## src/rtl/vec_config.svh

```systemverilog
// Sizes are fixed for two lanes of two 8-bit elements; the combiner and slicing rely on that
`ifndef VEC_CONFIG_SVH
`define VEC_CONFIG_SVH

//////////////////////////////////////////////////
// Lane structure
//////////////////////////////////////////////////

// Number of parallel lanes
// vec_combine joins exactly two, so keep this at 2
`define VEC_NR_LANES 2

// Elements handled by one lane
`define VEC_ELEMS_PER_LANE 2

//////////////////////////////////////////////////
// Data widths
//////////////////////////////////////////////////

// Bits per vector element
`define VEC_ELEM_WIDTH 8

// Scalar result width
// Covers a full reduction of 4 x 0xFF = 1020 without wrap
`define VEC_SCALAR_WIDTH 16

`endif

```

## src/rtl/vec_pkg.sv

```systemverilog
// Types only; all widths follow vec_config.svh, which must be on the include path
package vec_pkg;

  `include "vec_config.svh"

  //////////////////////////////////////////////////
  // Data types
  //////////////////////////////////////////////////

  // One element
  typedef logic [`VEC_ELEM_WIDTH-1:0] elem_t;

  // Slice owned by one lane, element 0 in the low bits
  typedef logic [`VEC_ELEMS_PER_LANE*`VEC_ELEM_WIDTH-1:0] lane_vec_t;

  // Full vector across all lanes
  typedef logic [`VEC_NR_LANES*`VEC_ELEMS_PER_LANE*`VEC_ELEM_WIDTH-1:0] vec_t;

  // One compare bit per element of a lane
  typedef logic [`VEC_ELEMS_PER_LANE-1:0] lane_mask_t;

  // Compare bits of the full vector
  typedef logic [`VEC_NR_LANES*`VEC_ELEMS_PER_LANE-1:0] vmask_t;

  // Scalar result, also used for per-lane partials
  typedef logic [`VEC_SCALAR_WIDTH-1:0] scalar_t;

  //////////////////////////////////////////////////
  // Opcodes
  //////////////////////////////////////////////////

  typedef enum logic [1:0] {
    VADD    = 2'd0, // element-wise add, wraps at element width
    VAND    = 2'd1, // element-wise AND
    VMSEQ   = 2'd2, // equality compare, scalar is popcount of the mask
    VREDSUM = 2'd3  // sum of all vs2 elements
  } vop_e;

endpackage

```

## src/rtl/vec_combine.sv

```systemverilog
// Joins exactly two lanes with lane 0 low; outputs hold between strobes, no back-pressure
`timescale 1ns/100ps

module vec_combine (
  input  logic                clk_i,
  input  logic                rst_i,
  // Control, taken from lane 0 only
  input  logic                valid_i,
  input  vec_pkg::vop_e       op_i,
  // Lane result slices
  input  vec_pkg::lane_vec_t  lane0_res_i,
  input  vec_pkg::lane_vec_t  lane1_res_i,
  // Lane compare bits
  input  vec_pkg::lane_mask_t lane0_mask_i,
  input  vec_pkg::lane_mask_t lane1_mask_i,
  // Lane partial scalars
  input  vec_pkg::scalar_t    lane0_partial_i,
  input  vec_pkg::scalar_t    lane1_partial_i,
  // Full response
  output logic                valid_o,
  output vec_pkg::vec_t       vec_o,
  output vec_pkg::vmask_t     mask_o,
  output vec_pkg::scalar_t    scalar_o
);

  //////////////////////////////////////////////////
  // Join logic
  //////////////////////////////////////////////////

  // Lane slices side by side, lane 0 in the low half
  vec_pkg::vec_t    vec_d;
  vec_pkg::vmask_t  mask_d;
  // Sum of both partials
  // Max is 1020 for VREDSUM, well inside 16 bits
  vec_pkg::scalar_t scalar_sum;
  // Scalar only meaningful for the compare and the reduction
  logic             scalar_op;

  assign vec_d      = {lane1_res_i, lane0_res_i};
  assign mask_d     = {lane1_mask_i, lane0_mask_i};
  assign scalar_sum = lane0_partial_i + lane1_partial_i;
  assign scalar_op  = (op_i == vec_pkg::VMSEQ) || (op_i == vec_pkg::VREDSUM);

  //////////////////////////////////////////////////
  // Response registers
  //////////////////////////////////////////////////

  always_ff @(posedge clk_i) begin
    if (rst_i) begin
      valid_o  <= 1'b0;
      vec_o    <= '0;
      mask_o   <= '0;
      scalar_o <= '0;
    end else begin
      valid_o <= valid_i;
      if (valid_i) begin
        vec_o  <= vec_d;
        mask_o <= mask_d;
        // Other ops write an explicit zero
        if (scalar_op) begin
          scalar_o <= scalar_sum;
        end else begin
          scalar_o <= '0;
        end
      end
    end
  end

endmodule

```

## src/rtl/vec_lane.sv

```systemverilog
// One lane of two elements; results appear one cycle after valid_i, no back-pressure
`timescale 1ns/100ps

`include "vec_config.svh"

module vec_lane (
  input  logic                clk_i,
  input  logic                rst_i,
  // Request slice from the top
  input  logic                valid_i,
  input  vec_pkg::vop_e       op_i,
  input  vec_pkg::lane_vec_t  vs1_i,
  input  vec_pkg::lane_vec_t  vs2_i,
  // Registered results towards the combiner
  output logic                valid_o,
  output vec_pkg::vop_e       op_o,
  output vec_pkg::lane_vec_t  res_o,
  output vec_pkg::lane_mask_t mask_o,
  output vec_pkg::scalar_t    partial_o
);

  //////////////////////////////////////////////////
  // Element datapath
  //////////////////////////////////////////////////

  vec_pkg::lane_vec_t  res_d;
  vec_pkg::lane_mask_t mask_d;
  vec_pkg::scalar_t    partial_d;
  // Running count of equal elements
  vec_pkg::scalar_t    eq_count;
  // Zero-extended sum of the vs2 slice
  vec_pkg::scalar_t    vs2_sum;

  always_comb begin : lane_alu
    vec_pkg::elem_t a;
    vec_pkg::elem_t b;
    a        = '0;
    b        = '0;
    res_d    = '0;
    mask_d   = '0;
    eq_count = '0;
    vs2_sum  = '0;
    for (int i = 0; i < `VEC_ELEMS_PER_LANE; i++) begin
      a = vs1_i[i*`VEC_ELEM_WIDTH +: `VEC_ELEM_WIDTH];
      b = vs2_i[i*`VEC_ELEM_WIDTH +: `VEC_ELEM_WIDTH];
      case (op_i)
        // Sum truncated to the element, so it wraps
        vec_pkg::VADD:  res_d[i*`VEC_ELEM_WIDTH +: `VEC_ELEM_WIDTH] = a + b;
        vec_pkg::VAND:  res_d[i*`VEC_ELEM_WIDTH +: `VEC_ELEM_WIDTH] = a & b;
        vec_pkg::VMSEQ: mask_d[i] = (a == b);
        // VREDSUM leaves the vector at zero
        default: ;
      endcase
      // Mask bits only exist for VMSEQ, so this is the popcount
      if (mask_d[i]) begin
        eq_count = eq_count + vec_pkg::scalar_t'(1);
      end
      vs2_sum = vs2_sum + vec_pkg::scalar_t'(b);
    end

    // Pick the partial scalar for this op
    case (op_i)
      vec_pkg::VMSEQ:   partial_d = eq_count;
      vec_pkg::VREDSUM: partial_d = vs2_sum;
      default:          partial_d = '0;
    endcase
  end

  //////////////////////////////////////////////////
  // Output registers
  //////////////////////////////////////////////////

  always_ff @(posedge clk_i) begin
    if (rst_i) begin
      valid_o   <= 1'b0;
      op_o      <= vec_pkg::VADD;
      res_o     <= '0;
      mask_o    <= '0;
      partial_o <= '0;
    end else begin
      // Strobe goes straight through
      valid_o <= valid_i;
      // Data held between requests
      if (valid_i) begin
        op_o      <= op_i;
        res_o     <= res_d;
        mask_o    <= mask_d;
        partial_o <= partial_d;
      end
    end
  end

endmodule

```

## src/rtl/vec_unit.sv

```systemverilog
// Fixed latency of 2 cycles, a new request each cycle allowed, no back-pressure on responses
`timescale 1ns/100ps

`include "vec_config.svh"

module vec_unit (
  input  logic             clk_i,
  input  logic             rst_i,
  // Request strobe and operands
  input  logic             req_valid_i,
  input  vec_pkg::vop_e    req_op_i,
  input  vec_pkg::vec_t    req_vs1_i,
  input  vec_pkg::vec_t    req_vs2_i,
  // Response strobe and results
  output logic             resp_valid_o,
  output vec_pkg::vec_t    resp_vec_o,
  output vec_pkg::vmask_t  resp_mask_o,
  output vec_pkg::scalar_t resp_scalar_o
);

  // Bits in one lane slice
  localparam int unsigned lane_bits = $bits(vec_pkg::lane_vec_t);

  // The combiner has exactly two lane inputs
  if (`VEC_NR_LANES != 2) begin : gen_lane_guard
    $error("vec_unit is built for exactly two lanes");
  end

  //////////////////////////////////////////////////
  // Lanes
  //////////////////////////////////////////////////

  // Only entry 0 of valid and op feeds the combiner
  logic                lane_valid   [`VEC_NR_LANES];
  vec_pkg::vop_e       lane_op      [`VEC_NR_LANES];
  vec_pkg::lane_vec_t  lane_res     [`VEC_NR_LANES];
  vec_pkg::lane_mask_t lane_mask    [`VEC_NR_LANES];
  vec_pkg::scalar_t    lane_partial [`VEC_NR_LANES];

  // Lane l takes elements 2l and 2l+1
  for (genvar l = 0; l < `VEC_NR_LANES; l++) begin : gen_lanes
    vec_lane i_lane (
      .clk_i    (clk_i                                 ),
      .rst_i    (rst_i                                 ),
      .valid_i  (req_valid_i                           ),
      .op_i     (req_op_i                              ),
      .vs1_i    (req_vs1_i[l*lane_bits +: lane_bits]   ),
      .vs2_i    (req_vs2_i[l*lane_bits +: lane_bits]   ),
      .valid_o  (lane_valid[l]                         ),
      .op_o     (lane_op[l]                            ),
      .res_o    (lane_res[l]                           ),
      .mask_o   (lane_mask[l]                          ),
      .partial_o(lane_partial[l]                       )
    );
  end

  //////////////////////////////////////////////////
  // Combiner
  //////////////////////////////////////////////////

  vec_combine i_combine (
    .clk_i          (clk_i          ),
    .rst_i          (rst_i          ),
    .valid_i        (lane_valid[0]  ),
    .op_i           (lane_op[0]     ),
    .lane0_res_i    (lane_res[0]    ),
    .lane1_res_i    (lane_res[1]    ),
    .lane0_mask_i   (lane_mask[0]   ),
    .lane1_mask_i   (lane_mask[1]   ),
    .lane0_partial_i(lane_partial[0]),
    .lane1_partial_i(lane_partial[1]),
    .valid_o        (resp_valid_o   ),
    .vec_o          (resp_vec_o     ),
    .mask_o         (resp_mask_o    ),
    .scalar_o       (resp_scalar_o  )
  );

endmodule

```

## config.mk

```make
export PLATFORM = sky130hd
export DESIGN_NAME = vec_unit
export DESIGN_NICKNAME = d
export VERILOG_FILES = /design/src/rtl/vec_pkg.sv /design/src/rtl/vec_combine.sv /design/src/rtl/vec_lane.sv /design/src/rtl/vec_unit.sv
export VERILOG_INCLUDE_DIRS = /design/src /design/src/rtl
export SDC_FILE = /design/constraint.sdc
export NUM_CORES = 1
export LEC_CHECK = 0
export BUFFER_PORTS_ARGS = -buffer_cell sky130_fd_sc_hd__buf_2
export CAP_MARGIN = 5
export CELL_PAD_IN_SITES_DETAIL_PLACEMENT = 0
export CELL_PAD_IN_SITES_GLOBAL_PLACEMENT = 1
export CORE_UTILIZATION = 42
export DETAILED_ROUTE_END_ITERATION = 10
export PLACE_DENSITY = 0.8
export SLEW_MARGIN = 25
export SYNTH_ARGS = -nofsm -noshare
export SYNTH_HDL_FRONTEND = slang
export SYNTH_SLANG_ARGS = --single-unit
```

## constraint.sdc

```tcl
create_clock -name clk_i -period 2.3 [get_ports clk_i]
set_input_delay 0.345 -clock clk_i [delete_from_list [all_inputs] [get_ports clk_i]]
set_output_delay 0.345 -clock clk_i [all_outputs]
set_load 0.01 [all_outputs]
```

==> results.yml <==
run_status:
  status: "complete, no violations"
placement:
  dpl.hpwl_um: 13810
  numPortBuffers: 115
  place.gp.congestion: 0.9287
  dpl-instance-area_um2: 6948
clocking:
  cts_max_level: 3
  root_buffer: "clkbuf_16"
  cts.path.max_buffers: 2
  clk_pin_slew_ns: 0.07
  hold_buffers: 0
  post_cts_buffers: 0
  numCtsBuffers: 9
  cts_sinks: 103
  cts_resized: 0
  cts_tree: "built"
  clkLatencyLatePin_ns: 0.35
timing:
  fin_skew_ns: 0.004550
  fmax_mhz: 513.4
  post-route-period-util_pct: 84.68
  period_needed_ns: 1.948
  rsz0062_at_grt: "no"
  hold_viol: 0
  setup_viol: 0
  drv_slew: 0
  worst_slew_pin_slew_ns: 0.6059
  slew_headroom_pct: 59.46
pwr:
  power_switching_share_pct: 28.04
  power.total_mw: 4.281
  clockPowerShare_pct: 35.9
  pwr-share-seq_pct: 43.6
  pwr-share-comb_pct: 20.5
  power_density_nw_per_um2: 591.2
  p_int_mw: 3.080
  ir_drop_mv: 0.3373
  leakagePower_nw: 3.215
  p_sw_mw: 1.200
min_path:
  min_from: "rst_i"
  hold_path_depth: 2
  hold_class: "input pin to register"
  holdPathEnd: "gen_lanes[0].i_lane.valid_o"
global_route:
  track_usage_pct: 23.73
  grt-ovfl-total: 0
  grt_pass1_wl_um: 27210
  antenna_found_initial: 0
  first_global_vias: 5373
  grt_max_degree: 37
finish:
  layout-drive-gt1-share_pct: 20.42
  n_antenna_cell: 0
  final_area_um2: 7241
  fin_util_pct: 51.56
  syn2layout_area_growth_pct: 18.51
  fin_nets: 948
yosys:
  syn_area_per_cell_um2: 8.829
  synthSimpleGateAreaFrac_pct: 14.97
  async_flop_share_pct: 0
  synth_top_family_by_area: "compound AO/OA/AOI/OAI gates"
  synth_edf_count: 0
  synth_cell_types: 60
  synth_xor_area_share_pct: 2.580
  synth-seq-cells: 103
  ys_warn_count: 0
  synth_mux_area_share_pct: 8.663
  synth_compound_area_share_pct: 21.28
  dominantRegCellSynth: "dfxtp_1"
  synth_adder_area_share_pct: 14.38
  seq_area_frac_synth_pct: 33.75
  synth_area_um2: 6110
  synth_cells: 692
route:
  drc: 0
  firstDrtPassIters: 5
  wirelength_um: 17350
  antenna_left: 0
  viasPerCell: 5.671
  drt-initial-drc-count: 365
  wl_per_cell_um: 17.38
  num_vias: 5660
setup_path:
  slowest_stage: "fa_1"
  cp.required_ns: 2.57
  crit_chain: "ha_1 > inv_1 > fa_1 > nor2b_1 > o31a_1 > o21a_1 > nor3_1 > o31ai_1"
  r2r-end: "i_combine.scalar_o[6]"
  worstSetupEndpointType: "register"
  r2r_slack_ns: 0.35
  worstRegToRegCells: 8
  rr_startpoint: "gen_lanes[0].i_lane.partial_o[0]"
  crit_arrival_ns: 2.21
  critPathLaunchType: "register"
  slowest_delay_ns: 0.40
  critPathMaxFanout: 3
  critical_path_class: "register to register"
die:
  die-area_um2: 15030
  boundaryPins: 122
  rows: 43
  die_x_um: 122.6
  start_util_pct: 43.51
  fp.dieH_um: 122.6
  core_area_um2: 14040
job:
  max-cap-violations: 0
flip-flops by register name (all words and copies together) (netlist names):
name and count:
gen_lanes.i_lane.valid_o 1, gen_lanes.i_lane.res_o 32, i_combine.mask_o 4, gen_lanes.i_lane.mask_o 4
i_combine.vec_o 32, gen_lanes.i_lane.partial_o 18, i_combine.valid_o 1, i_combine.scalar_o 10
gen_lanes.i_lane.op_o 1
critical path: cells and delay by family (launching register included):
kind	cells	cell delay, ns
flip-flops	1	0.36
buffers and inverters	1	0.06
AO/OA/AOI/OAI	3	0.59
adder cells (fa/ha/maj)	2	0.61
AND/OR/NAND/NOR	2	0.24
cells in the mapped netlist (8+ instances only):
| library cell | n | area share, % |
|---|---|---|
| nor3_1 | 13 | 1.1 |
| ha_1 | 59 | 12 |
| dfxtp_1 | 103 | 34 |
| a21oi_1 | 34 | 2.8 |
| buf_2 | 10 | 0.82 |
| xor2_1 | 13 | 1.9 |
| inv_1 | 26 | 1.6 |
| o21a_1 | 13 | 1.6 |
| o21ai_0 | 50 | 4.1 |
| nor2_1 | 93 | 5.7 |
| a22oi_1 | 24 | 2.9 |
| a211oi_1 | 13 | 1.6 |
| nand3_1 | 9 | 0.74 |
| clkbuf_1 | 14 | 0.86 |
| nand2_1 | 30 | 1.8 |
| mux2i_1 | 45 | 7.4 |
| nor2b_1 | 9 | 0.92 |
| nor4_1 | 8 | 0.82 |
metrics by stage:
step	hold WS, ns	TNS, ns	worst slack [ns]	std cells
6_report	0.3066	0	0.3523	998
5_1_grt	0.3381	0	0.2042	998
3_5_place_dp	0.4499	0	0.04096	982
3_3_place_gp	0.4355	-0.009730	-0.009730	982
4_1_cts	0.2977	0	0.3521	998
2_1_floorplan	0.4291	0	0.3926	697
kinds of logic after synthesis:
logic type	after synthesis
other	1
muxes	52
adders and majority gates	66
DFF	103
buffers and inverters	61
xor gates and xnor gates	18
and+or+nand+nor	195
AOI/OAI and AO/OA	196
metal layers:
metal	vias up	track usage (%)	part of all wire (%)
met5	-	0	0
met4	0	7.927	1.9
met1	2650	31.22	46
met2	220	38.62	46
li1	2770	-	-
met3	20	4.740	6.4
power groups by stage:
stage,Combinational (mW),Clock (mW),Sequential [mW]
2_1_floorplan,0.585,0,1.90
3_3_place_gp,0.849,0,1.91
3_5_place_dp,0.863,0,1.91
4_1_cts,0.869,1.58,1.87
5_1_grt,0.968,1.64,1.87
6_report,0.879,1.54,1.87
worst max-delay path by stage:
stage	start	to
6_report	gen_lanes[0].i_lane.partial_o[0]	i_combine.scalar_o[6]
3_5_place_dp	req_vs1_i[25]	gen_lanes[1].i_lane.res_o[13]
3_3_place_gp	req_vs1_i[25]	gen_lanes[1].i_lane.res_o[13]
4_1_cts	gen_lanes[0].i_lane.partial_o[0]	i_combine.scalar_o[6]
5_1_grt	gen_lanes[0].i_lane.partial_o[0]	i_combine.scalar_o[6]
2_1_floorplan	req_vs1_i[12]	gen_lanes[0].i_lane.partial_o[0]
placed cells by master (no fill, tap or decap), drive strengths merged, types with 6 or more instances in the layout:
cell,Yosys,routed
ha,59,59
a21oi,35,35
nand3,9,9
nor4,8,8
o21a,13,13
nor3b,7,7
clkbuf,14,13
a22oi,24,24
o21ai,54,54
nand2,30,30
or3,7,7
dfxtp,103,103
fa,7,7
xor2,13,13
a211oi,14,14
conb,1,6
nor2,93,93
a21o,6,6
inv,27,27
nor2b,9,9
mux2i,45,45
mux2,7,7
nor3,14,14
buf,20,139
cell type report:
type	count	area, um^2
Tap cell	180	225.2
Multi-Input combinational cell	533	3802
Clock buffer	13	250.2
Inverter	27	101.3
Sequential cell	103	2063
Timing Repair Buffer	139	755.7
Fill cell	1380	6802
Clock inverter	3	42.54
No activity file was read; power rests on OpenSTA's default activity.
